--- src/design/besm_pkg.sv ---
// Shared widths, encodings and bus structs. Enum codes follow the original microcode fields
package besm_pkg;

    // --------------------
    // Widths and sizes
    localparam int WORD_W     = 32;                 // Y bus word
    localparam int PAGE_BITS  = 10;                 // Page number width
    localparam int PAGE_COUNT = 1 << PAGE_BITS;     // 1024 pages
    localparam int MAP_W      = 20;                 // Page map entry
    localparam int ADDR_W     = 20;                 // External address
    localparam int PG_LSB     = ADDR_W - PAGE_BITS; // Page field starts at bit 10
    localparam logic [PAGE_BITS-1:0] PAGE_LAST = PAGE_BITS'(PAGE_COUNT - 1);

    // Mode register bit positions
    localparam int RR_NORMB  = 0;   // Normalization block
    localparam int RR_RNDB   = 1;   // Rounding block
    localparam int RR_GRP    = 2;   // Group field, 3 bits one-hot
    localparam int RR_OVRIB  = 5;   // Overflow interrupt block
    localparam int RR_BNB    = 10;  // Range check block
    localparam int RR_OVRFTB = 11;  // Stash overflow block
    localparam int RR_DRG    = 12;  // Dispatcher mode
    localparam int RR_NOINTR = 17;  // Interrupt mask
    localparam int RR_CEMLRG = 19;  // Reserved emulation bit
    localparam int RR_CB     = 27;  // Address changed by reg 16
    localparam int RR_RCB    = 28;  // Right command flag
    localparam int RR_JUMP   = 29;  // Jump command flag

    // --------------------
    // Microcommand field encodings
    typedef enum logic [3:0] {
        YD_NONE = 4'd0, YD_CNT = 4'd3, YD_PHYSPG = 4'd4, YD_ARBOPC = 4'd5, YD_ADRREG = 4'd8
    } y_dst_e;

    typedef enum logic [2:0] {YV_NONE = 3'd0, YV_PSMEM = 3'd4} y_dev_e;

    typedef enum logic [2:0] {
        DV_NONE = 3'd0, DV_ACCESS = 3'd1, DV_REPRIO = 3'd2, DV_CLRCB = 3'd3
    } d_dev_e;

    typedef enum logic [4:0] {
        FF_NONE = 5'd0,  LOGGRP = 5'd1,  MULGRP = 5'd2,  ADDGRP = 5'd3,  SETC = 5'd5,
        CLRRCB = 5'd6,   SETRCB = 5'd7,  CLRJMP = 5'd8,  SETJMP = 5'd9,  SETEI = 5'd10,
        CLREI = 5'd11,   CLRTR0 = 5'd12, SETTR0 = 5'd13, CLRTR1 = 5'd14, SETTR1 = 5'd15,
        CLRTKK = 5'd18,  SETTKK = 5'd19, SETNR = 5'd20,  STRTLD = 5'd21, SETER = 5'd22,
        CHTKK = 5'd23
    } flag_op_e;

    typedef enum logic [4:0] {
        C_YES = 5'd0,     C_NORMB = 5'd1,  C_RNDB = 5'd2,  C_OVRIB = 5'd3,
        C_BNB = 5'd4,     C_OVRFTB = 5'd5, C_DRG = 5'd6,   C_EMLRG = 5'd7,
        C_RCB = 5'd8,     C_CB = 5'd9,     C_CEMLRG = 5'd10, C_TR1 = 5'd12,
        C_TKK = 5'd15,    C_FULMEM = 5'd20, C_ARBRDY = 5'd21, C_TR0 = 5'd22
    } cond_e;

    typedef enum logic [3:0] {ARB_NONE = 4'd0, ARB_READ = 4'd1, ARB_WRITE = 4'd2} arb_op_e;

    // --------------------
    // Structs
    typedef struct packed {
        y_dst_e   ydst;     // Y destination
        y_dev_e   ydev;     // Y device
        logic     wry;      // Y device write
        d_dev_e   ddev;     // D device
        logic     wrd;      // D device write
        logic     iomp;     // Low selects flag decoder
        flag_op_e ffcnt;    // Flag trigger code
        arb_op_e  arbi;     // Arbiter opcode
        cond_e    cond_sel; // Condition select
        logic     icc;      // Condition invert
        logic     ise;      // Copy TKK into RCB
    } micro_op_t;

    typedef struct packed {
        logic [MAP_W-1:0] map;  // Map entry at ureg page
        logic             inv;  // Page invalid
        logic             ro;   // Page read only
        logic             reprio; // Reprioritize request
    } page_rd_t;

    typedef struct packed {
        logic              cyc;
        logic              stb;
        logic              we;
        logic [ADDR_W-1:0] adr;
        logic [WORD_W-1:0] dat;
    } wb_m2s_t;

    typedef struct packed {
        logic              ack;
        logic [WORD_W-1:0] dat;
    } wb_s2m_t;

endpackage

--- src/design/ext_bus_arbiter.sv ---
// Single requester Wishbone classic master; opcodes other than READ/WRITE and those during a cycle are dropped
`timescale 1ns/1ps

module ext_bus_arbiter (
    input  logic                        clk,        // System clock
    input  logic                        reset,      // Sync reset, active high
    input  besm_pkg::micro_op_t         i_uop,      // Decoded microcommand
    input  logic [besm_pkg::WORD_W-1:0] i_y,        // Y bus word, write data
    input  logic [besm_pkg::WORD_W-1:0] i_ureg,     // Effective address
    input  besm_pkg::wb_s2m_t           i_wb,       // Slave response
    output besm_pkg::wb_m2s_t           o_wb,       // Master request
    output logic [besm_pkg::WORD_W-1:0] o_rd_data,  // Latched read data
    output logic                        o_arb_rdy   // One cycle after ack
);
    import besm_pkg::*;

    typedef enum logic [1:0] {S_IDLE, S_WAIT, S_DONE} arb_state_e;

    arb_state_e        state;
    arb_op_e           req;         // Request register
    arb_op_e           new_op;      // Opcode offered this cycle
    logic              accept;
    logic [ADDR_W-1:0] adr_q;       // Held address
    logic [WORD_W-1:0] dat_q;       // Held write data
    logic [WORD_W-1:0] rd_data;

    // --------------------
    // Opcode source, Y bus first
    always_comb begin
        if (i_uop.ydst == YD_ARBOPC)
            new_op = arb_op_e'(i_y[3:0]);
        else
            new_op = i_uop.arbi;
    end

    assign accept = (state != S_WAIT) && (new_op == ARB_READ || new_op == ARB_WRITE);

    // Cycle FSM
    always_ff @(posedge clk) begin
        if (reset) begin
            state <= S_IDLE;
            req   <= ARB_NONE;
        end else begin
            case (state)
                S_WAIT: begin
                    if (i_wb.ack) begin
                        state <= S_DONE;            // Ready next cycle
                        req   <= ARB_NONE;
                    end
                end
                default: begin                      // Idle or done accept new work
                    if (accept) begin
                        state <= S_WAIT;
                        req   <= new_op;
                    end else begin
                        state <= S_IDLE;
                    end
                end
            endcase
        end
    end

    // Address, write data and read data
    always_ff @(posedge clk) begin
        if (accept) begin
            adr_q <= i_ureg[ADDR_W-1:0];
            dat_q <= i_y;
        end
        if (state == S_WAIT && i_wb.ack && req == ARB_READ)
            rd_data <= i_wb.dat;
    end

    // --------------------
    // Bus outputs
    assign o_wb.cyc  = (state == S_WAIT);
    assign o_wb.stb  = (state == S_WAIT);
    assign o_wb.we   = (req == ARB_WRITE);
    assign o_wb.adr  = adr_q;
    assign o_wb.dat  = dat_q;
    assign o_rd_data = rd_data;
    assign o_arb_rdy = (state == S_DONE);

    a_stb_cyc: assert property (@(posedge clk) disable iff (reset)
        o_wb.stb |-> o_wb.cyc);

    // Request held steady under back-pressure
    a_req_stable: assert property (@(posedge clk) disable iff (reset)
        (o_wb.cyc && !i_wb.ack)
        |=> ($stable(o_wb.adr) && $stable(o_wb.we) && $stable(o_wb.dat)));

endmodule

--- config.mk ---
export PLATFORM = sky130hd
export DESIGN_NAME = ext_bus_arbiter
export DESIGN_NICKNAME = d
export VERILOG_FILES = /design/src/design/besm_pkg.sv /design/src/design/ext_bus_arbiter.sv
export SDC_FILE = /design/constraint.sdc
export NUM_CORES = 1
export LEC_CHECK = 0
export BUFFER_PORTS_ARGS = -buffer_cell sky130_fd_sc_hd__clkbuf_2
export CORE_MARGIN = 4
export CORE_UTILIZATION = 43
export DETAILED_ROUTE_END_ITERATION = 12
export GPL_ROUTABILITY_DRIVEN = 0
export PLACE_DENSITY = 0.91
export SLEW_MARGIN = 20
export SYNTH_ARGS = -nofsm -noshare
export SYNTH_HDL_FRONTEND = slang
export SYNTH_SLANG_ARGS = --single-unit
--- constraint.sdc ---
create_clock -name clk -period 10.85 [get_ports clk]
set_input_delay 1.085 -clock clk [delete_from_list [all_inputs] [get_ports clk]]
set_output_delay 1.085 -clock clk [all_outputs]
set_load 0.02 [all_outputs]
Yosys cells after proc, flatten, opt, wreduce, memory -nomap -nowiden
Cells that the tools add are included.

word-level totals
  flip-flop bits (word level) = 90

cells by class
  muxes and demuxes = 7
  equality and inequality tests = 9
  reductions and logical operators = 6

operator list
  cell                count
  $mux 4              4
  $eq 4x1->1 const B  2
  $eq 4x2->1 const B  2
  $eq 4x3->1 const B  1
  $mux 2              2
  $logic_and 1x1->1   3
  $eq 2x1->1 const B  1
  $eq 2x2->1 const B  1
  $ne 2x1->1 const B  1
  $ne 2x2->1 const B  1
  $reduce_and 2->1    1
  $reduce_bool 2->1   1
  $logic_or 1x1->1    1
  $mux 1              1

Depth between registers and ports, before layout
Gate-level depths: netlist (run 1).

  depth in word-level cells = 7
  mapped depth = 5
  depth with buffers taken out = 5

Worst setup path after synthesis (run 1)
Ideal clock, no wire load.

  path type = input to register
  start point = input port i_wb[32] (netlist name)
  end point = register rd_data[0], in the netlist o_rd_data[0], enable pin
  cell stages on the path = 2
  setup slack = 6.104 ns
  library setup time = 0.501 ns
  arrival = 4.245 ns
  cell sequence = nand2_1 -> nor4_1

on the way
  cells in the longest elaborated chain, start to end = 2

RTL lines
  what                             RTL line               RTL
  start, declared                  ext_bus_arbiter.sv:10  input besm_pkg::wb_s2m_t i_wb,
  $logic_and 1x1->1 (2 in series)  ext_bus_arbiter.sv:69  if (state == S_WAIT && i_wb.ack && req == ARB_READ)
  end signal, assigned             ext_bus_arbiter.sv:70  rd_data <= i_wb.dat;
  end, declared                    ext_bus_arbiter.sv:25  logic [WORD_W-1:0] rd_data;

No other way between the ends.
A chain may end at the register's enable or synchronous reset.

Worst setup path in the final report (run 1)
  start point = input port i_uop[28] (netlist name)
  end point = register dat_q[2], enable pin

on the way
  cells in the longest elaborated chain, start to end = 5
  elaborated cells on any way between the ends = 6

RTL lines
  what                                      RTL line               RTL
  start, declared                           ext_bus_arbiter.sv:7   input besm_pkg::micro_op_t i_uop,
  $eq 4x3->1 *                              ext_bus_arbiter.sv:30  if (i_uop.ydst == YD_ARBOPC)
  $mux 4 *                                  ext_bus_arbiter.sv:30
  $eq 4x1->1 or $eq 4x2->1 (tied branches)  ext_bus_arbiter.sv:36  assign accept = (state != S_WAIT) && (new_op == ARB_READ || new_op == ARB_WRITE);
  $logic_or 1x1->1 *                        ext_bus_arbiter.sv:36
  $logic_and 1x1->1 *                       ext_bus_arbiter.sv:36
  via accept                                ext_bus_arbiter.sv:22  logic accept;
  end signal, assigned                      ext_bus_arbiter.sv:67  dat_q <= i_y;
  end, declared                             ext_bus_arbiter.sv:24  logic [WORD_W-1:0] dat_q;

The timed path passes the listed nets; every way through them passes the cells marked *.

==> results of run 1 <==
==> final cells by class <==
type / count / area (µm²)
clock inverters: 6 / 42.5
inverters: 1 / 3.75
fillers: 487 / 2340
flip-flops and latches: 90 / 2640
clock buffers: 10 / 128
multi-input cells: 33 / 277
well taps: 77 / 96.3
repair buffers: 184 / 926
==> power by group through the flow <==
stage / clock, µW / combinational (µW) / sequential, µW
after floorplan: 0 / 11.0 / 410
after detailed placement: 0 / 49.4 / 400
after global routing: 223 / 52.5 / 393
after global placement: 0 / 47.1 / 400
after CTS: 202 / 49.4 / 392
final: 196 / 48.8 / 392
==> cells by family (layout without fill, tap and decap cells) <==
| group | Yosys count | in the layout | synth area share |
|---|---|---|---|
| flip-flops | 90 | 90 | 0.906 |
| XOR/XNOR | 2 | 2 | 0.00601 |
| buffers and inverters | 2 | 201 | 0.00386 |
| AND/OR/NAND/NOR | 21 | 21 | 0.0536 |
| AO/OA/AOI/OAI | 10 | 10 | 0.0305 |
==> worst min path at each step <==
stage                   startpoint                   to  slack [ns]  cells past startpoint
6_report       req[1]$_SDFFE_PP0P_  req[1]$_SDFFE_PP0P_        0.49                      2
3_3_place_gp   req[1]$_SDFFE_PP0P_  req[1]$_SDFFE_PP0P_        0.46                      2
2_1_floorplan  req[1]$_SDFFE_PP0P_  req[1]$_SDFFE_PP0P_        0.45                      2
3_5_place_dp   req[1]$_SDFFE_PP0P_  req[1]$_SDFFE_PP0P_        0.48                      2
4_1_cts        req[1]$_SDFFE_PP0P_  req[1]$_SDFFE_PP0P_        0.49                      2
5_1_grt        req[1]$_SDFFE_PP0P_  req[1]$_SDFFE_PP0P_        0.52                      2
==> metal layers <==
layer	GRT usage	vias up	routed length [µm]
met5	0	-	0
met2	0.324	104	3910
li1	-	886	-
met4	0.0625	0	132
met1	0.162	904	2320
met3	0.0700	9	554
==> synth_stat cells <==
cell,count
edfxtp_1,84
dfxtp_1,6
nor2_1,5
a21oi_1,3
and4b_2,2
nor3_1,2
nor3b_1,2
nor4bb_1,2
o21ai_0,2
o31ai_1,2
a2111oi_2,1
a211oi_2,1
and3b_1,1
and4bb_4,1
buf_4,1
inv_2,1
nand2_1,1
nand2b_1,1
nand2b_4,1
nor2b_1,1
nor4_1,1
nor4b_1,1
o311a_4,1
xnor2_1,1
xor2_1,1
==> sequential cells by signal (all words and copies together) (netlist names) <==
register,count
adr_q,20
o_rd_data,32
dat_q,32
state,2
req,4
==> through the flow <==
step,worst slack [ns],hold slack (ns),area (µm²),instances
finish,8.18,0.488,4120,401
global route,8.03,0.523,4120,401
CTS,8.16,0.491,4120,401
detailed placement,7.78,0.477,3950,385
global placement,7.84,0.463,3950,385
floorplan,6.10,0.445,2920,125
==> critical path, cell delays in order <==
cell      delay, ns
clkbuf_2       0.07
and4bb_4       0.25
and3b_1        0.21
a21oi_1        0.06
nor2_4         0.53
buf_4          0.46
==> run metrics, run 1 <==
Cell Rows 29; Final Cycle Share 0.246; hold crit path type reg -> reg; Die Span Y 90.4 µm; R2R cell count 4; Yosys reg bits 90; top-level I/O count 216; P per Cell Area 155 nW/µm²; Critical Path Start i_uop[28]; Comb pwr share 0.077; Post-Syn Nets 253; mean number of vias per cell 4.75; sequential share of power 0.615; Setup Crit Path Kind in -> reg; Residual DRC 0; peak supply drop 0.0835 mV; Synth Cell Area 2920 µm²; LEAKAGE 0.00175 µW; ant diodes 0; CTS tree yes; Die Wd 90.4 µm; cts repair resizes 0; Slew Limit Headroom 0.554; total power 637 µW; HPWL after DPL 5570 µm; worst clock skew 0.00762 ns; RSZ-0062 raised after global routing no; status complete, no violations; largest cells by area after synthesis edfxtp_1 86%, dfxtp_1 4.1%, and4b_2 0.77%; total of max-cap violations 0; top cell type by total area after synthesis edfxtp_1; internal cell power 493 µW; Detailed Route WL 6920 µm; crit path to dat_q[2]$_DFFE_PP_; area delta synth->final 41.1%; Mapped Cells 125; layout cells sized above 1 0.645; Final TNS setup 0 ns; Yosys top cell area share 0.865; grt total ovfl 0; Worst R2R Setup Slack 8.94 ns; Critical R2R Launch state[1]$_SDFFE_PP0P_; WL per Instance 17.3 µm; Crit path required time 10.86 ns; max frequency 0.374 GHz; Num CTS Buffers 9; most common cell after layout, fill and taps aside clkbuf_2; first-pass GRT wire length 10500 µm; Clk pwr share 0.308; Crit Path Max Fanout 28; Tot GR Track Use 0.170; full die area 8160 µm²; Core Box Area 6460 µm²; first drt pass iteration count 4; Clock transition at path regs 0.08 ns; P_sw 143 µW; H-tree depth 3; final setup vio count 0; antenna-violating nets left 0; Final Util 0.637; via count of the first global-routing pass 2040; Slew Viols, Final 0; initial antenna violation count 0; crit end category register; warnings from Yosys 0; number of hold buffers added after CTS 0; most frequent cells in the layout 182 x clkbuf_2, 84 x edfxtp_1, 9 x clkbuf_8, 6 x dfxtp_1, 4 x nor2_1; 1st-iter DRT viols 51; Switching Fraction 0.225; Syn Area/Cell 23.3 µm²; post-layout min period 2.67 ns; Startpoint Class input port; largest net degree at the start of global routing 33; sequential element share of the synthesized area 0.906; clock sinks 90; Max Buffers Root-to-Sink 2; Via Count 1903; fin nets 447; Post-CTS Setup Repair Bufs 0; Starting Density 0.452; worst path arrival time 2.68 ns; PortBufs 182; clock root buffer master clkbuf_8; Hold Fails Final Rpt 0; Worst-Margin Slew 0.668 ns; Yosys cell types 25; insertion delay to the later sink of the worst-skew pair 0.34 ns; FF-to-FF End dat_q[2]$_DFFE_PP_
Power figures use the tool's default switching activity.
==> run 2, diff against run 1 <==
- CORE_UTILIZATION: 43 -> 36
- PLACE_DENSITY: 0.91 -> 0.82
- clock period: 10.85 -> 2.15 ns (I/O delays scaled with it)
==> run 2 against run 1 <==
  * Sequential share of layout area shrank 1.0 points
  * Global-route usage shrank 3.1 points
  * Via count shrank 0.95%
  * Clock-buffer cell count shrank 1
  * Utilization shrank 10 points
  * Largest cell class unchanged
  * Largest power group unchanged
==> run metrics, run 2 (same netlist as run 1, synthesis figures left out) <==
layout cells sized above 1 0.643 (-0.00198); sequential share of power 0.601 (-0.014); status complete, no violations; hold crit path type in -> reg; Buf/Inv on CP 2 (unchanged); internal cell power 2520 µW (+410%); P_sw 775 µW (+440%); 1st-iter DRT viols 52 (+2.0%); WHS Endpoint dat_q[7]$_DFFE_PP_; Setup Crit Path Kind reg -> reg; Slew Viols, Final 0 (unchanged); top-level I/O count 216 (unchanged); Switching Fraction 0.236 (+0.0107); Slowest-stage cell, CP buf_4; Worst-Margin Slew 0.634 ns (-0.0343 ns); total of max-cap violations 0 (unchanged); worst clock skew 0.0137 ns (+0.00613 ns); via count of the first global-routing pass 1908 (-6.5%); first-pass GRT wire length 10100 µm (-3.7%); CTS tree yes; most common cell after layout, fill and taps aside clkbuf_2; Tot GR Track Use 0.139 (-0.0310); Die Wd 98.0 µm (+8.5%); initial antenna violation count 1 (+1); hold path startpoint i_y[7]; ant diodes 0 (unchanged); Final Cycle Share 0.745; peak supply drop 0.269 mV (+220%); LEAKAGE 0.00176 µW (+0.76%); Layout Cells excl Fill 427 (+6.5%); HPWL after DPL 5500 µm (-1.2%); Max Buffers Root-to-Sink 2 (unchanged); H-tree depth 3 (unchanged); placed insts 410 (+6.5%); Final TNS setup 0 ns (unchanged); Starting Density 0.374 (-0.0780); Crit path required time 2.15 ns (-8.71 ns); crit end category register; fillers 677 (+39%); Clk pwr share 0.323 (+0.015); clock root buffer master clkbuf_8; Detailed Route WL 6860 µm (-0.80%); Num CTS Buffers 9 (unchanged); Crit Path Max Fanout 32 (+14%); area delta synth->final 43.4%; insertion delay to the later sink of the worst-skew pair 0.35 ns (about the same); Die Span Y 98.0 µm (+8.5%); clock sinks 90 (unchanged); grt total ovfl 0 (unchanged); mean number of vias per cell 4.41 (-7.0%); crit-path cells nand2b_4 -> inv_4 -> nand2_1 -> nor4_4 -> buf_4; post-layout min period 1.60 ns; FF-to-FF End o_rd_data[24]$_DFFE_PP_; final hold slack 0.0269 ns (-0.461 ns); Via Count 1885 (-0.95%); Clock transition at path regs 0.11 ns (+0.03 ns); Slew Limit Headroom 0.577 (+0.0239); antenna-violating nets left 0 (unchanged); WL per Instance 16.1 µm (-6.8%); first drt pass iteration count 4 (unchanged); R2R cell count 5 (+1); Core Box Area 7810 µm² (+21%); Cell Rows 32 (+10%); fin nets 448 (+0.22%); Residual DRC 0 (unchanged); PortBufs 182 (unchanged); delay of the slowest critical-path stage 0.40 ns (-0.13 ns); Worst Hold Path Cells 1 (-1); max frequency 0.625 GHz; P per Cell Area 787 nW/µm² (+410%); largest net degree at the start of global routing 53 (+61%); RSZ-0062 raised after global routing no; worst path arrival time 1.60 ns (-1.08 ns); final setup vio count 0 (unchanged); Startpoint Class register; Hold Fails Final Rpt 0 (unchanged); Worst R2R Setup Slack 0.55 ns (-8.39 ns); cts repair resizes 0 (unchanged); Critical R2R Launch state[1]$_SDFFE_PP0P_; most frequent cells in the layout 182 x clkbuf_2, 84 x edfxtp_1, 9 x clkbuf_8, 6 x dfxtp_1, 4 x nor2_1; full die area 9610 µm² (+18%); Comb pwr share 0.076 (about the same); cell family with most CP delay buffers and inverters
## run 2: cell count changes in the layout (fill, tap and decap cells not counted), sizes merged
cell	before	now
inv	2	6
clkinv	3	1
clkbuf	192	191
clkinvlp	2	1
dlygate4sd3	0	1
## run 2: power by group through the flow
stage,clock network [µW],registers (µW),logic (µW)
finish,1060,1980,250
global route,1180,1980,270
CTS,1090,1980,253
detailed placement,0,2020,253
global placement,0,2020,242
floorplan,0,2070,59.2
## run 2: routing by layer
| layer | vias up | wire [µm] | track usage | part of all wire |
|---|---|---|---|---|
| met3 | 12 | 641 | 0.0464 | 0.093 |
| met2 | 106 | 3740 | 0.255 | 0.55 |
| met1 | 873 | 2330 | 0.142 | 0.34 |
| met5 | - | 18 | 0 | 0.0026 |
| met4 | 2 | 127 | 0.0639 | 0.019 |
| li1 | 892 | - | - | - |
## run 2: worst max path at each step
stage,start,depth (start not counted),end,slack [ns]
after floorplan,state[1]$_SDFFE_PP0P_,4,o_rd_data[0]$_DFFE_PP_,0.005
after global placement,i_uop[28],6,dat_q[7]$_DFFE_PP_,0.35
after detailed placement,i_uop[28],6,dat_q[24]$_DFFE_PP_,0.31
after CTS,state[1]$_SDFFE_PP0P_,5,o_rd_data[24]$_DFFE_PP_,0.54
after global routing,state[1]$_SDFFE_PP0P_,5,o_rd_data[25]$_DFFE_PP_,0.40
final,state[1]$_SDFFE_PP0P_,5,o_rd_data[24]$_DFFE_PP_,0.55
## run 2: worst reg2reg max path: stages (launching register included)
cell,delay [ns]
dfxtp_1,0.32
nand2b_4,0.17
inv_4,0.10
nand2_1,0.12
nor4_4,0.14
buf_4,0.40
## run 2: per-stage QoR
stage          total power, µW  utilization  setup slack, ns  instance area [µm²]
3_5_place_dp              2270        0.511            0.310                 3990
2_1_floorplan             2130            -          0.00534                 2940
3_3_place_gp              2260        0.511            0.353                 3990
6_report                  3290        0.536            0.549                 4180
4_1_cts                   3330        0.534            0.538                 4170
5_1_grt                   3430        0.536            0.397                 4180
## run 2: final cells by class
cell class	count	area (µm²)	area share
multi-input combinational	33	285	0.0682
clock inverter	7	60.1	0.0144
sequential	90	2640	0.632
tap	102	128	0.0305
clock buffer	9	124	0.0296
timing repair buffer	185	936	0.224
inverter	1	6.26	0.00150
## run 2: repair_timing
item	4_1_cts	5_1_grt
endpoints found under the hold margin	0	1
setup buffers	0	0
hold buffers	0	1
