## config.mk

```make
export PLATFORM = sky130hd
export DESIGN_NAME = mode_cond_unit
export DESIGN_NICKNAME = d
export VERILOG_FILES = /design/src/design/besm_pkg.sv /design/src/design/mode_cond_unit.sv
export SDC_FILE = /design/constraint.sdc
export NUM_CORES = 1
export LEC_CHECK = 0
export ABC_AREA = 1
export BUFFER_PORTS_ARGS = -buffer_cell sky130_fd_sc_hd__buf_4
export CORE_MARGIN = 10
export CORE_UTILIZATION = 27
export CTS_CLUSTER_DIAMETER = 150
export DETAILED_ROUTE_END_ITERATION = 12
export GPL_ROUTABILITY_DRIVEN = 0
export HOLD_SLACK_MARGIN = 0.08
export PLACE_DENSITY = 0.53
export SLEW_MARGIN = 20
export SYNTH_ARGS = -nofsm -noshare
export SYNTH_HDL_FRONTEND = slang
export SYNTH_SLANG_ARGS = --single-unit
```

## constraint.sdc

```tcl
create_clock -name clk -period 2.4 [get_ports clk]
set_input_delay 0.72 -clock clk [delete_from_list [all_inputs] [get_ports clk]]
set_output_delay 0.72 -clock clk [all_outputs]
set_load 0.005 [all_outputs]
```

## src/design/besm_pkg.sv

```systemverilog
// Shared widths, encodings and bus structs. Enum codes follow the original microcode fields
package besm_pkg;

    // --------------------
    // Widths and sizes
    localparam int WORD_W     = 32;                 // Y bus word
    localparam int PAGE_BITS  = 10;                 // Page number width
    localparam int PAGE_COUNT = 1 << PAGE_BITS;     // 1024 pages
    localparam int MAP_W      = 20;                 // Page map entry
    localparam int ADDR_W     = 20;                 // External address
    localparam int PG_LSB     = ADDR_W - PAGE_BITS; // Page field starts at bit 10
    localparam logic [PAGE_BITS-1:0] PAGE_LAST = PAGE_BITS'(PAGE_COUNT - 1);

    // Mode register bit positions
    localparam int RR_NORMB  = 0;   // Normalization block
    localparam int RR_RNDB   = 1;   // Rounding block
    localparam int RR_GRP    = 2;   // Group field, 3 bits one-hot
    localparam int RR_OVRIB  = 5;   // Overflow interrupt block
    localparam int RR_BNB    = 10;  // Range check block
    localparam int RR_OVRFTB = 11;  // Stash overflow block
    localparam int RR_DRG    = 12;  // Dispatcher mode
    localparam int RR_NOINTR = 17;  // Interrupt mask
    localparam int RR_CEMLRG = 19;  // Reserved emulation bit
    localparam int RR_CB     = 27;  // Address changed by reg 16
    localparam int RR_RCB    = 28;  // Right command flag
    localparam int RR_JUMP   = 29;  // Jump command flag

    // --------------------
    // Microcommand field encodings
    typedef enum logic [3:0] {
        YD_NONE = 4'd0, YD_CNT = 4'd3, YD_PHYSPG = 4'd4, YD_ARBOPC = 4'd5, YD_ADRREG = 4'd8
    } y_dst_e;

    typedef enum logic [2:0] {YV_NONE = 3'd0, YV_PSMEM = 3'd4} y_dev_e;

    typedef enum logic [2:0] {
        DV_NONE = 3'd0, DV_ACCESS = 3'd1, DV_REPRIO = 3'd2, DV_CLRCB = 3'd3
    } d_dev_e;

    typedef enum logic [4:0] {
        FF_NONE = 5'd0,  LOGGRP = 5'd1,  MULGRP = 5'd2,  ADDGRP = 5'd3,  SETC = 5'd5,
        CLRRCB = 5'd6,   SETRCB = 5'd7,  CLRJMP = 5'd8,  SETJMP = 5'd9,  SETEI = 5'd10,
        CLREI = 5'd11,   CLRTR0 = 5'd12, SETTR0 = 5'd13, CLRTR1 = 5'd14, SETTR1 = 5'd15,
        CLRTKK = 5'd18,  SETTKK = 5'd19, SETNR = 5'd20,  STRTLD = 5'd21, SETER = 5'd22,
        CHTKK = 5'd23
    } flag_op_e;

    typedef enum logic [4:0] {
        C_YES = 5'd0,     C_NORMB = 5'd1,  C_RNDB = 5'd2,  C_OVRIB = 5'd3,
        C_BNB = 5'd4,     C_OVRFTB = 5'd5, C_DRG = 5'd6,   C_EMLRG = 5'd7,
        C_RCB = 5'd8,     C_CB = 5'd9,     C_CEMLRG = 5'd10, C_TR1 = 5'd12,
        C_TKK = 5'd15,    C_FULMEM = 5'd20, C_ARBRDY = 5'd21, C_TR0 = 5'd22
    } cond_e;

    typedef enum logic [3:0] {ARB_NONE = 4'd0, ARB_READ = 4'd1, ARB_WRITE = 4'd2} arb_op_e;

    // --------------------
    // Structs
    typedef struct packed {
        y_dst_e   ydst;     // Y destination
        y_dev_e   ydev;     // Y device
        logic     wry;      // Y device write
        d_dev_e   ddev;     // D device
        logic     wrd;      // D device write
        logic     iomp;     // Low selects flag decoder
        flag_op_e ffcnt;    // Flag trigger code
        arb_op_e  arbi;     // Arbiter opcode
        cond_e    cond_sel; // Condition select
        logic     icc;      // Condition invert
        logic     ise;      // Copy TKK into RCB
    } micro_op_t;

    typedef struct packed {
        logic [MAP_W-1:0] map;  // Map entry at ureg page
        logic             inv;  // Page invalid
        logic             ro;   // Page read only
        logic             reprio; // Reprioritize request
    } page_rd_t;

    typedef struct packed {
        logic              cyc;
        logic              stb;
        logic              we;
        logic [ADDR_W-1:0] adr;
        logic [WORD_W-1:0] dat;
    } wb_m2s_t;

    typedef struct packed {
        logic              ack;
        logic [WORD_W-1:0] dat;
    } wb_s2m_t;

endpackage

```

## src/design/mode_cond_unit.sv

```systemverilog
// Flag triggers act only with iomp low and override a same-cycle YD_CNT load; o_cond is combinational
`timescale 1ns/1ps

module mode_cond_unit (
    input  logic                        clk,          // System clock
    input  logic                        reset,        // Sync reset, active high
    input  besm_pkg::micro_op_t         i_uop,        // Decoded microcommand
    input  logic [besm_pkg::WORD_W-1:0] i_y,          // Y bus word
    input  logic                        i_arb_rdy,    // Arbiter done pulse
    input  logic                        i_fill_busy,  // Reprio fill running
    output logic [besm_pkg::WORD_W-1:0] o_rr,         // Mode register
    output logic                        o_cond,       // Tested condition
    output logic                        o_fill_start  // STRTLD pulse to page table
);
    import besm_pkg::*;

    logic [WORD_W-1:0] rr;          // Mode register RR
    logic              tr0;         // Microprogram trace flag 0
    logic              tr1;         // Microprogram trace flag 1
    logic              tkk;         // Standardizer right command
    logic              emul_mode;   // Emulation mode
    logic              ff_en;       // Flag decoder enabled
    logic              cond_raw;    // Selected condition before invert

    assign ff_en = ~i_uop.iomp;     // iomp high selects clock/timer decoder

    // --------------------
    // Mode register and flags
    always_ff @(posedge clk) begin
        if (reset) begin
            rr        <= '0;
            tr0       <= 1'b0;
            tr1       <= 1'b0;
            tkk       <= 1'b0;
            emul_mode <= 1'b0;
        end else begin
            if (i_uop.ydst == YD_CNT)
                rr <= i_y;                          // Whole word load
            if (ff_en) begin
                case (i_uop.ffcnt)
                    LOGGRP: rr[RR_GRP +: 3] <= 3'b001;  // Logic group
                    MULGRP: rr[RR_GRP +: 3] <= 3'b010;  // Multiply group
                    ADDGRP: rr[RR_GRP +: 3] <= 3'b100;  // Add group
                    CLRJMP: rr[RR_JUMP]     <= 1'b0;
                    SETJMP: rr[RR_JUMP]     <= 1'b1;
                    SETEI:  rr[RR_NOINTR]   <= 1'b0;    // Enable means mask off
                    CLREI:  rr[RR_NOINTR]   <= 1'b1;
                    CLRTR0: tr0             <= 1'b0;
                    SETTR0: tr0             <= 1'b1;
                    CLRTR1: tr1             <= 1'b0;
                    SETTR1: tr1             <= 1'b1;
                    CLRTKK: tkk             <= 1'b0;
                    SETTKK: tkk             <= 1'b1;
                    SETNR:  emul_mode       <= 1'b0;    // Native mode
                    SETER:  emul_mode       <= 1'b1;    // Emulation mode
                    CHTKK:  tkk             <= ~tkk;    // Toggle
                    default: ;                          // CB, RCB and STRTLD below
                endcase
            end

            // CB has its own clear path from the D device decoder
            if (i_uop.ddev == DV_CLRCB)
                rr[RR_CB] <= 1'b0;
            else if (ff_en && i_uop.ffcnt == SETC)
                rr[RR_CB] <= 1'b1;

            // RCB takes TKK on ise, else the trigger codes
            if (i_uop.ise)
                rr[RR_RCB] <= tkk;
            else if (ff_en && i_uop.ffcnt == CLRRCB)
                rr[RR_RCB] <= 1'b0;
            else if (ff_en && i_uop.ffcnt == SETRCB)
                rr[RR_RCB] <= 1'b1;
        end
    end

    assign o_rr         = rr;
    assign o_fill_start = ff_en && (i_uop.ffcnt == STRTLD);  // Fill begins next edge

    // --------------------
    // Condition multiplexer
    always_comb begin
        case (i_uop.cond_sel)
            C_YES:    cond_raw = 1'b1;
            C_NORMB:  cond_raw = rr[RR_NORMB];
            C_RNDB:   cond_raw = rr[RR_RNDB];
            C_OVRIB:  cond_raw = rr[RR_OVRIB];
            C_BNB:    cond_raw = rr[RR_BNB];
            C_OVRFTB: cond_raw = rr[RR_OVRFTB];
            C_DRG:    cond_raw = rr[RR_DRG];
            C_EMLRG:  cond_raw = emul_mode;
            C_RCB:    cond_raw = rr[RR_RCB];
            C_CB:     cond_raw = rr[RR_CB];
            C_CEMLRG: cond_raw = rr[RR_CEMLRG];
            C_TR1:    cond_raw = tr1;
            C_TKK:    cond_raw = tkk;
            C_FULMEM: cond_raw = ~i_fill_busy;      // Reprio memory all ones
            C_ARBRDY: cond_raw = i_arb_rdy;
            C_TR0:    cond_raw = tr0;
            default:  cond_raw = 1'b1;              // Unused codes test true
        endcase
    end

    assign o_cond = cond_raw ^ i_uop.icc;

    // Group field must come out one-hot whatever else hits RR that cycle
    a_grp_onehot: assert property (@(posedge clk) disable iff (reset)
        (ff_en && (i_uop.ffcnt inside {LOGGRP, MULGRP, ADDGRP}))
        |=> $onehot(rr[RR_GRP +: 3]));

endmodule

```

* Word level (Yosys, flattened, before mapping)
Index checks and enable logic that the tools add are counted.
Word-level totals: flip-flop bits (word level) 36, bits of input ports 65, output and inout port bits 34
Cells by class: equal/unequal tests 37, mux-type cells 16, bitwise logic cells 4, reductions and logical operators 15
Operator list (count):
- equality test 5 x 4 -> 1 bit, second input constant | 13
- equality test 5 bit, second input constant | 9
- equality test 5 x 3 -> 1 bit, second input constant | 7
- 2-to-1 mux 30 bit | 1
- equality test 5 x 2 -> 1 bit, second input constant | 4
- one-hot mux 1 bit (15 select lines) | 1
- equality test 5 x 1 -> 1 bit, second input constant | 2
- one-hot mux 1 bit (2 select lines) | 5
- one-hot mux 3 bit (3 select lines) | 1
- AND reduction 2 bit | 4
- nonzero test 2 bit | 4
- 2-to-1 mux 1 bit | 6
- equality test 4 x 2 -> 1 bit, second input constant | 1
- logical AND 1 bit | 4
- nonzero test 4 bit | 1
- equality test 3 x 2 -> 1 bit, second input constant | 1
- 2-to-1 mux 3 bit | 1
- NOT 1 bit | 3
- one-hot mux 1 bit (3 select lines) | 1
- nonzero test 3 bit | 1
- OR reduction 2 bit | 1
- XOR 1 bit | 1

* Logic depth before layout (Yosys ltp)
Gate-level depths: netlist (run 1).
word-level depth 5, mapped depth 12, mapped depth without buffers 11

* Least setup slack after synthesis (run 1)
OpenSTA, ideal clock, no wires.
path type in2out, from in i_uop[3] in the netlist's numbering, to out o_cond, data arrival time 1.476 ns, data required time 1.680 ns, path slack 0.204 ns, stages 12, path buffers 1, cells stage by stage buf_4 > nor2_1 > nand2_1 > nand2_1 > nand2_1 > nand2_1 > inv_1 > nand2_1 > nor2_2 > nand2_1 > nand2_1 > nand2_1
On the way: longest elaborated chain between the ends 3, elaborated cells on any way between the ends 17, those cells by class eq/ne: 15; mux: 1; bitwise: 1
Ends and longest elaborated chain:
- start, declared | RTL line mode_cond_unit.sv:7 | input besm_pkg::micro_op_t i_uop,
- equality test 5 bit (tied with other cells) | RTL line mode_cond_unit.sv:83 | case (i_uop.cond_sel)
- one-hot mux 1 bit (15 select lines) * | RTL line mode_cond_unit.sv:83
- XOR 1 bit * | RTL line mode_cond_unit.sv:104 | assign o_cond = cond_raw ^ i_uop.icc;
- end, declared | RTL line mode_cond_unit.sv:12 | output logic o_cond,
Mark *: on every way between the ends. The rest lies on a longest branch, timed or not.

* Worst setup path in the final report (run 1)
from in i_uop[2] in the netlist's numbering, to out o_cond
Same word-level chain as after synthesis.

==> results of run 1 <==
[sequential cells by signal (all words and copies together), names as in the netlist]
name / flops
tr1: 1
tr0: 1
o_rr: 32
tkk: 1
emul_mode: 1
[synth_stat cells]
cell type / n
nor2_1: 68
nand2_1: 53
dfxtp_1: 36
o21ai_0: 33
nand3_1: 21
inv_1: 17
a21oi_1: 9
clkbuf_1: 6
inv_2: 5
nor3_1: 5
a31oi_1: 3
buf_4: 3
nand4_1: 3
nor2_2: 3
a211oi_1: 2
buf_2: 2
a21boi_0: 1
and3_1: 1
clkinv_1: 1
nand2_2: 1
nand3_2: 1
o211ai_1: 1
o21a_1: 1
[area by class of cell]
type                       count  share of cell area
multi-input combinational    206               0.347
timing repair buffer          96               0.287
sequential                    36               0.258
inverter                      23              0.0399
tap                           77              0.0345
clock buffer                   7              0.0309
clock inverter                 1             0.00269
[path summary, 6_finish.rpt]
check                  from   endpoint  slack (ps)  depth (start not counted)
setup / recovery   i_uop[2]     o_cond          10                         12
hold / removal    emul_mode  emul_mode         450                          2
setup reg to reg        tkk        tkk        1570                          3
hold reg to reg   emul_mode  emul_mode         450                          2
[routing by layer]
metal  wire length [µm]  track usage  up-vias
met3                524       0.0439        4
met4                 72       0.0354        0
li1                   -            -     1078
met2               2840        0.182       63
met1               2670        0.138      894
met5                  0            0        -
[tightest hold or removal path: cells and delay by family (launching register included)]
| kind | cells | cell delay, ps |
|---|---|---|
| compound gates | 1 | 50 |
| buf+inv | 1 | 50 |
| flops | 1 | 310 |
[per-stage QoR]
| step | hold slack (ps) | util | TNS [ps] |
|---|---|---|---|
| CTS | 459 | 0.421 | 0 |
| floorplan | 424 | - | 0 |
| global route | 474 | 0.439 | -71.2 |
| finish | 450 | 0.439 | 0 |
| global placement | 444 | 0.397 | -43.4 |
| detailed placement | 448 | 0.397 | -47.5 |
[power groups by stage]
stage | clock network [mW] | registers (mW) | logic (mW)
CTS | 0.466 | 0.630 | 0.235
global placement | 0 | 0.643 | 0.224
floorplan | 0 | 0.643 | 0.0909
detailed placement | 0 | 0.644 | 0.225
finish | 0.450 | 0.630 | 0.254
global route | 0.493 | 0.633 | 0.284
[logic make-up after synthesis]
family | count (synthesis) | synth area share
and+or+nand+nor | 156 | 0.363
AOI/OAI and AO/OA | 50 | 0.150
DFF | 36 | 0.406
buffers and inverters | 34 | 0.0797
[timing repair]
action	4_1_cts	5_1_grt
buffers inserted	1	0
gates cloned	0	1
resized for setup	15	26
hold buffers	0	0
pin swaps	8	12
setup endpoints to repair	1	1
==> run_results.csv, run 1 <==
group,metric,value,unit
clock_tree,cts_inserted_buffers,5,
die,rows,29,
logic_synthesis,netlist_area,1770,µm²
outcome,status,"finished clean",
detailed_routing,drt_iter0_drc,95,
global_route,grt_pass1_wl,9580,µm
timing,slew_headroom,0.760,
placement,dp_cells,436,
clock_tree,clock_latency,280,ps
cells_and_area,regArea,721,µm²
global_route,grt_pass1_vias,1960,
logic_synthesis,yosysUniqueCellTypes,23,
pwr,power_density,478,nW/µm²
setup_path,crit_arrival,1670,ps
clock_tree,cts.sinks,36,
clock_tree,path_clk_slew,70,ps
pwr,power_switching_share,0.258,
pwr,cellInternalPower,0.989,mW
setup_path,required,1680,ps
detailed_routing,viasPerCell,4.57,
setup_path,path_max_fanout,5,
pwr,clockPowerShare,0.337,
detailed_routing,drcViolationCount,0,
die,ios,99,
setup_path,critPathKind,"in -> out",
timing,period_share,0.995,
pwr,pwr-share-comb,0.191,
timing,final.setup_skew,0.0160,ps
cells_and_area,finalInstanceArea,2790,µm²
detailed_routing,wl_per_cell,13.7,µm
clock_tree,clock-root-buffer,"clkbuf_8",
pwr,power.switching,0.345,mW
worst_hold_path,hp-class,"reg -> reg",
clock_tree,cts_tree,"done",
timing,hold_viol,0,
logic_synthesis,syn_nets,341,
pwr,power_leakage,1.30,nW
cells_and_area,layout_commonest_cell,"buf_4",
setup_path,cp_slowest_cell,"a21oi_1",
setup_path,start_kind,"primary input",
cells_and_area,final_cell_mix,"89 x buf_4, 65 x nor2_1, 50 x nand2_1",
run,cap_violations,0,
timing,worstMarginPinSlew,357,ps
setup_path,path_buf_inv,4,
setup_path,endpoint_kind,"output pin",
logic_synthesis,synth_area_leaders,"dfxtp_1 41%, nor2_1 14%, nand2_1 11%",
detailed_routing,drt_wl_total,6110,µm
placement,port_buffers,89,
clock_tree,htree_num_levels,2,
die,coreArea,6350,µm²
die,initial_utilization,0.279,
detailed_routing,first_pass_iters,4,
logic_synthesis,seq_area_frac_synth,0.406,
cells_and_area,area.growth.synth_to_final,57.4,%
die,die_y,101,µm
global_route,grt_max_degree,35,
setup_path,path_common_cell,"nand2_1",
setup_path,cp_top_family,"buffers and inverters",
placement,place_area,2520,µm²
cells_and_area,multi_input_area,968,µm²
setup_path,max_stage_delay,160,ps
logic_synthesis,synth_top_area_share,0.406,
cells_and_area,final_cell_count_no_fill,446,
setup_path,cp_cell_sequence,"buf_12, inv_8, nand2_2, buf_4, nand2_1, nand2_1, a21oi_1, nor2_2, nand2_1, nand2_1, nand2_1, buf_4",
global_route,grt-ovfl-total,0,
placement,dp_slack,-47.5,ps
logic_synthesis,ys.warnings.count,0,
pwr,p_total,1.33,mW
timing,drv_slew,0,
logic_synthesis,synthCells,276,
pwr,peakVddDrop,0.000374,V
die,dieArea,10200,µm²
timing,rsz0062_at_grt,"yes",
cells_and_area,fill_cells,652,
logic_synthesis,synth_top_area_cell,"dfxtp_1",
die,die_x,101,µm
timing,setup_viol,0,
cells_and_area,antenna_cells,0,
cells_and_area,drive_above_1_share,0.336,
clock_tree,cts.path.max_buffers,2,
pwr,seq_power_share,0.472,
logic_synthesis,ys_ff_latch,36,
global_route,grt_usage,0.114,
detailed_routing,ant_nets,0,
global_route,antenna_found_initial,0,
timing,fmax,0.419,GHz
logic_synthesis,post_synth.cell_area_avg,6.42,µm²
placement,hpwl,4710,µm
timing,period_needed,2390,ps
detailed_routing,via_count,2039,
timing,worst_slack,11.9,ps
cells_and_area,num-nets-final,433,
(Power assumes the default switching activity.)
==> inputs of run 2 (changes only) <==
--- a/config.mk
+++ b/config.mk
@@ -14,6 +14,7 @@
 export GPL_ROUTABILITY_DRIVEN = 0
 export HOLD_SLACK_MARGIN = 0.08
 export PLACE_DENSITY = 0.53
+export RECOVER_POWER = 100
 export SLEW_MARGIN = 20
 export SYNTH_ARGS = -nofsm -noshare
 export SYNTH_HDL_FRONTEND = slang
==> constraint.sdc (replaced) <==
create_clock -name clk -period 2.96 [get_ports clk]
set_input_delay 0.888 -clock clk [delete_from_list [all_inputs] [get_ports clk]]
set_output_delay 0.888 -clock clk [all_outputs]
set_load 0.005 [all_outputs]
==> run_results.csv, run 2 (synthesis results as in run 1) <==
group,metric,value,unit
setup_path,max_stage_delay,140,ps
setup_path,cp_cell_sequence,"buf_4, inv_2, nor2_2, nand3_1, nor2_1, nor2_1, nand2_1, nor2_1, nand2_1, nand2_1, nand2_1, clkbuf_4",
timing,hold_viol,0,
setup_path,crit_arrival,1900,ps
cells_and_area,drive_above_1_share,0.252,
die,rows,29,
die,coreArea,6350,µm²
cells_and_area,num-nets-final,429,
clock_tree,clock-root-buffer,"clkbuf_8",
timing,whs,461,ps
die,die_y,101,µm
die,dieArea,10200,µm²
cells_and_area,antenna_cells,0,
global_route,grt_pass1_vias,1961,
setup_path,path_max_fanout,6,
placement,hpwl,4720,µm
detailed_routing,wl_per_cell,13.6,µm
detailed_routing,drt_iter0_drc,71,
detailed_routing,drcViolationCount,0,
setup_path,r2r_slack,2100,ps
worst_hold_path,hp-class,"reg -> reg",
setup_path,critPathKind,"in -> out",
global_route,grt-ovfl-total,0,
setup_path,cp_slowest_cell,"buf_4",
clock_tree,cts_tree,"done",
clock_tree,cts.path.max_buffers,2,
clock_tree,cts.sinks,36,
clock_tree,htree_num_levels,2,
detailed_routing,drt_wl_total,6000,µm
clock_tree,cts_hold_buffers,0,
clock_tree,clock_latency,280,ps
pwr,power_density,434,nW/µm²
detailed_routing,first_pass_iters,4,
global_route,grt_max_degree,35,
run,cap_violations,0,
global_route,antenna_found_initial,0,
pwr,power_leakage,1.17,nW
setup_path,path_common_cell,"nand2_1",
detailed_routing,via_count,2027,
clock_tree,path_clk_slew,70,ps
detailed_routing,viasPerCell,4.59,
timing,rsz0062_at_grt,"no",
placement,port_buffers,89,
timing,worstMarginPinSlew,814,ps
global_route,grt_usage,0.114,
timing,slew_headroom,0.458,
outcome,status,"finished clean",
timing,fmax,0.358,GHz
timing,setup_viol,0,
setup_path,path_buf_inv,3,
cells_and_area,final_cell_mix,"68 x nor2_1, 53 x nand2_1, 52 x buf_4",
timing,final.setup_skew,0.0246,ps
die,die_x,101,µm
timing,drv_slew,0,
timing,fin_setup_tns,0,ps
cells_and_area,area.growth.synth_to_final,44.1,%
pwr,peakVddDrop,0.000196,V
clock_tree,cts_inserted_buffers,5,
setup_path,start_kind,"primary input",
setup_path,endpoint_kind,"output pin",
clock_tree,postCtsSetupBuffers,0,
die,initial_utilization,0.279,
detailed_routing,ant_nets,0,
clock_tree,cts_resized,0,
global_route,grt_pass1_wl,9520,µm
die,ios,99,
cells_and_area,layout_commonest_cell,"nor2_1",
setup_path,cp_top_family,"simple AND/OR/NAND/NOR gates",
setup_path,required,2070,ps
cells_and_area,largest_reg_flops,32,
timing,period_needed,2790,ps
timing,period_share,0.943,
-- run 2: cell type report --
cell class                      count  area (µm²)
Clock buffer                        6        72.6
Clock inverter                      2        35.0
Fill cell                         719        3790
Inverter                           23        88.8
Multi-Input combinational cell    206         911
Sequential cell                    36         721
Tap cell                           77        96.3
Timing Repair Buffer               92         631
-- run 2: layer usage --
layer / GRT usage / share of wire / vias up
met2: 0.174 / 0.46 / 67
met1: 0.142 / 0.47 / 891
li1: - / - / 1066
met3: 0.0494 / 0.073 / 3
met4: 0.0322 / 0.0027 / 0
met5: 0 / 0 / -
-- run 2: stage by stage --
stage               utilization  cell area, µm²  power, mW  cells  setup WS [ps]
finish                    0.402            2550       1.11    442            170
global route              0.402            2550       1.17    442           23.6
CTS                       0.411            2610       1.13    442            146
detailed placement        0.394            2500      0.702    434            149
global placement          0.394            2500      0.701    434            168
floorplan                     -            1770      0.595    276            428
-- run 2: worst paths after layout --
kind                  start        end  cells past startpoint
setup / recovery   i_uop[2]     o_cond                     12
hold / removal    emul_mode  emul_mode                      2
setup reg to reg        tkk        tkk                      3
hold reg to reg   emul_mode  emul_mode                      2
-- run 2: power breakdown --
group | internal [mW] | switching (mW)
Combinational | 0.0866 | 0.0845
Clock | 0.250 | 0.178
Sequential | 0.501 | 0.00952
-- run 2: worst min-delay path: cells and delay by family, from the launching register on --
kind	cells	cell delay, ps
AOI/OAI and AO/OA	1	50
DFF	1	320
buffers and inverters	1	50
==> inputs of run 3 (changes only) <==
==> constraint.sdc (replaced) <==
create_clock -name clk -period 3 [get_ports clk]
set_input_delay 0.9 -clock clk [delete_from_list [all_inputs] [get_ports clk]]
set_output_delay 0.9 -clock clk [all_outputs]
set_load 0.005 [all_outputs]
==> run_results.csv, run 3 (synthesis results as in run 1) <==
group,metric,value,unit
die,die_x,101,µm
detailed_routing,ant_nets,0,
worst_hold_path,hp-class,"reg -> reg",
die,ios,99,
cells_and_area,final_cell_mix,"68 x nor2_1, 54 x buf_4, 53 x nand2_1",
clock_tree,cts.path.max_buffers,2,
pwr,peakVddDrop,0.000228,V
detailed_routing,drt_iter0_drc,109,
timing,worstMarginPinSlew,1370,ps
pwr,power_leakage,1.14,nW
clock_tree,clock_latency,270,ps
global_route,grt_usage,0.112,
timing,hold_viol,0,
clock_tree,cts_inserted_buffers,5,
setup_path,endpoint_kind,"output pin",
clock_tree,cts_tree,"done",
run,cap_violations,0,
detailed_routing,via_count,1979,
clock_tree,cts.sinks,36,
timing,period_share,0.942,
cells_and_area,layout_commonest_cell,"nor2_1",
cells_and_area,regArea,721,µm²
global_route,grt_max_degree,35,
timing,drv_slew,0,
detailed_routing,first_pass_iters,4,
global_route,grt_pass1_wl,9470,µm
timing,setup_viol,0,
timing,fin_setup_tns,0,ps
die,dieArea,10200,µm²
cells_and_area,drive_above_1_share,0.244,
detailed_routing,viasPerCell,4.48,
setup_path,required,2100,ps
timing,slew_headroom,0.0884,
clock_tree,htree_num_levels,2,
timing,final.setup_skew,0.130,ps
pwr,power_density,408,nW/µm²
cells_and_area,num-nets-final,429,
outcome,status,"finished clean",
setup_path,crit_arrival,1930,ps
setup_path,critPathKind,"in -> out",
cells_and_area,area.growth.synth_to_final,42.3,%
clock_tree,cts_resized,0,
clock_tree,cts_hold_buffers,0,
die,rows,29,
die,initial_utilization,0.279,
detailed_routing,drt_wl_total,5890,µm
placement,port_buffers,89,
clock_tree,path_clk_slew,70,ps
timing,whs,465,ps
die,coreArea,6350,µm²
cells_and_area,multi_input_area,911,µm²
timing,fmax,0.354,GHz
detailed_routing,wl_per_cell,13.3,µm
cells_and_area,antenna_cells,0,
placement,hpwl,4660,µm
global_route,antenna_found_initial,0,
clock_tree,clock-root-buffer,"clkbuf_8",
global_route,grt_pass1_vias,1943,
clock_tree,postCtsSetupBuffers,0,
cells_and_area,fill_cells,706,
setup_path,start_kind,"primary input",
die,die_y,101,µm
setup_path,path_max_fanout,10,
detailed_routing,drcViolationCount,0,
cells_and_area,largest_reg_flops,32,
timing,period_needed,2830,ps
timing,rsz0062_at_grt,"no",
global_route,grt-ovfl-total,0,
run 3: per-layer routing:
layer,wire length [µm],vias to the layer above,share of wire,track usage
li1,-,1067,-,-
met1,2770,846,0.47,0.139
met2,2570,58,0.44,0.169
met3,478,8,0.081,0.0494
met4,76,0,0.013,0.0343
met5,0,-,0,0
run 3: final cells by class:
| class | count | share of cell area |
|---|---|---|
| Multi-Input combinational cell | 206 | 0.361 |
| Sequential cell | 36 | 0.286 |
| Timing Repair Buffer | 92 | 0.244 |
| Tap cell | 77 | 0.0382 |
| Clock buffer | 7 | 0.0342 |
| Inverter | 23 | 0.0342 |
| Clock inverter | 1 | 0.00297 |
run 3: worst paths after layout:
check / start / cells after the start / end / slack, ps
max reg2reg: tkk / 3 / tkk / 2160
min: emul_mode / 2 / emul_mode / 460
max: i_uop[6] / 12 / o_cond / 170
min reg2reg: emul_mode / 2 / emul_mode / 460
run 3: power by group:
part / total (mW) / switching (mW) / internal [mW]
combinational: 0.168 / 0.0835 / 0.0842
sequential: 0.503 / 0.00926 / 0.494
clock: 0.359 / 0.172 / 0.187
run 3: per-stage QoR:
step / power [mW] / utilization / cell area (µm²) / std cells / setup slack [ps]
after floorplan: 0.587 / - / 1770 / 276 / 444
after CTS: 1.06 / 0.409 / 2600 / 442 / 172
after global placement: 0.691 / 0.394 / 2500 / 434 / 185
final: 1.03 / 0.397 / 2520 / 442 / 175
after detailed placement: 0.692 / 0.394 / 2500 / 434 / 174
after global routing: 1.09 / 0.397 / 2520 / 442 / 9.10
run 3: critical path: stages:
cell and delay [ps]:
buf_4 120, inv_2 130, nor2_1 60, nand3_1 100
nand2_1 60, nor2_1 80, nand2_1 70, nor2_2 110
nand2_1 70, nand2_1 50, nand2_1 50, buf_4 130
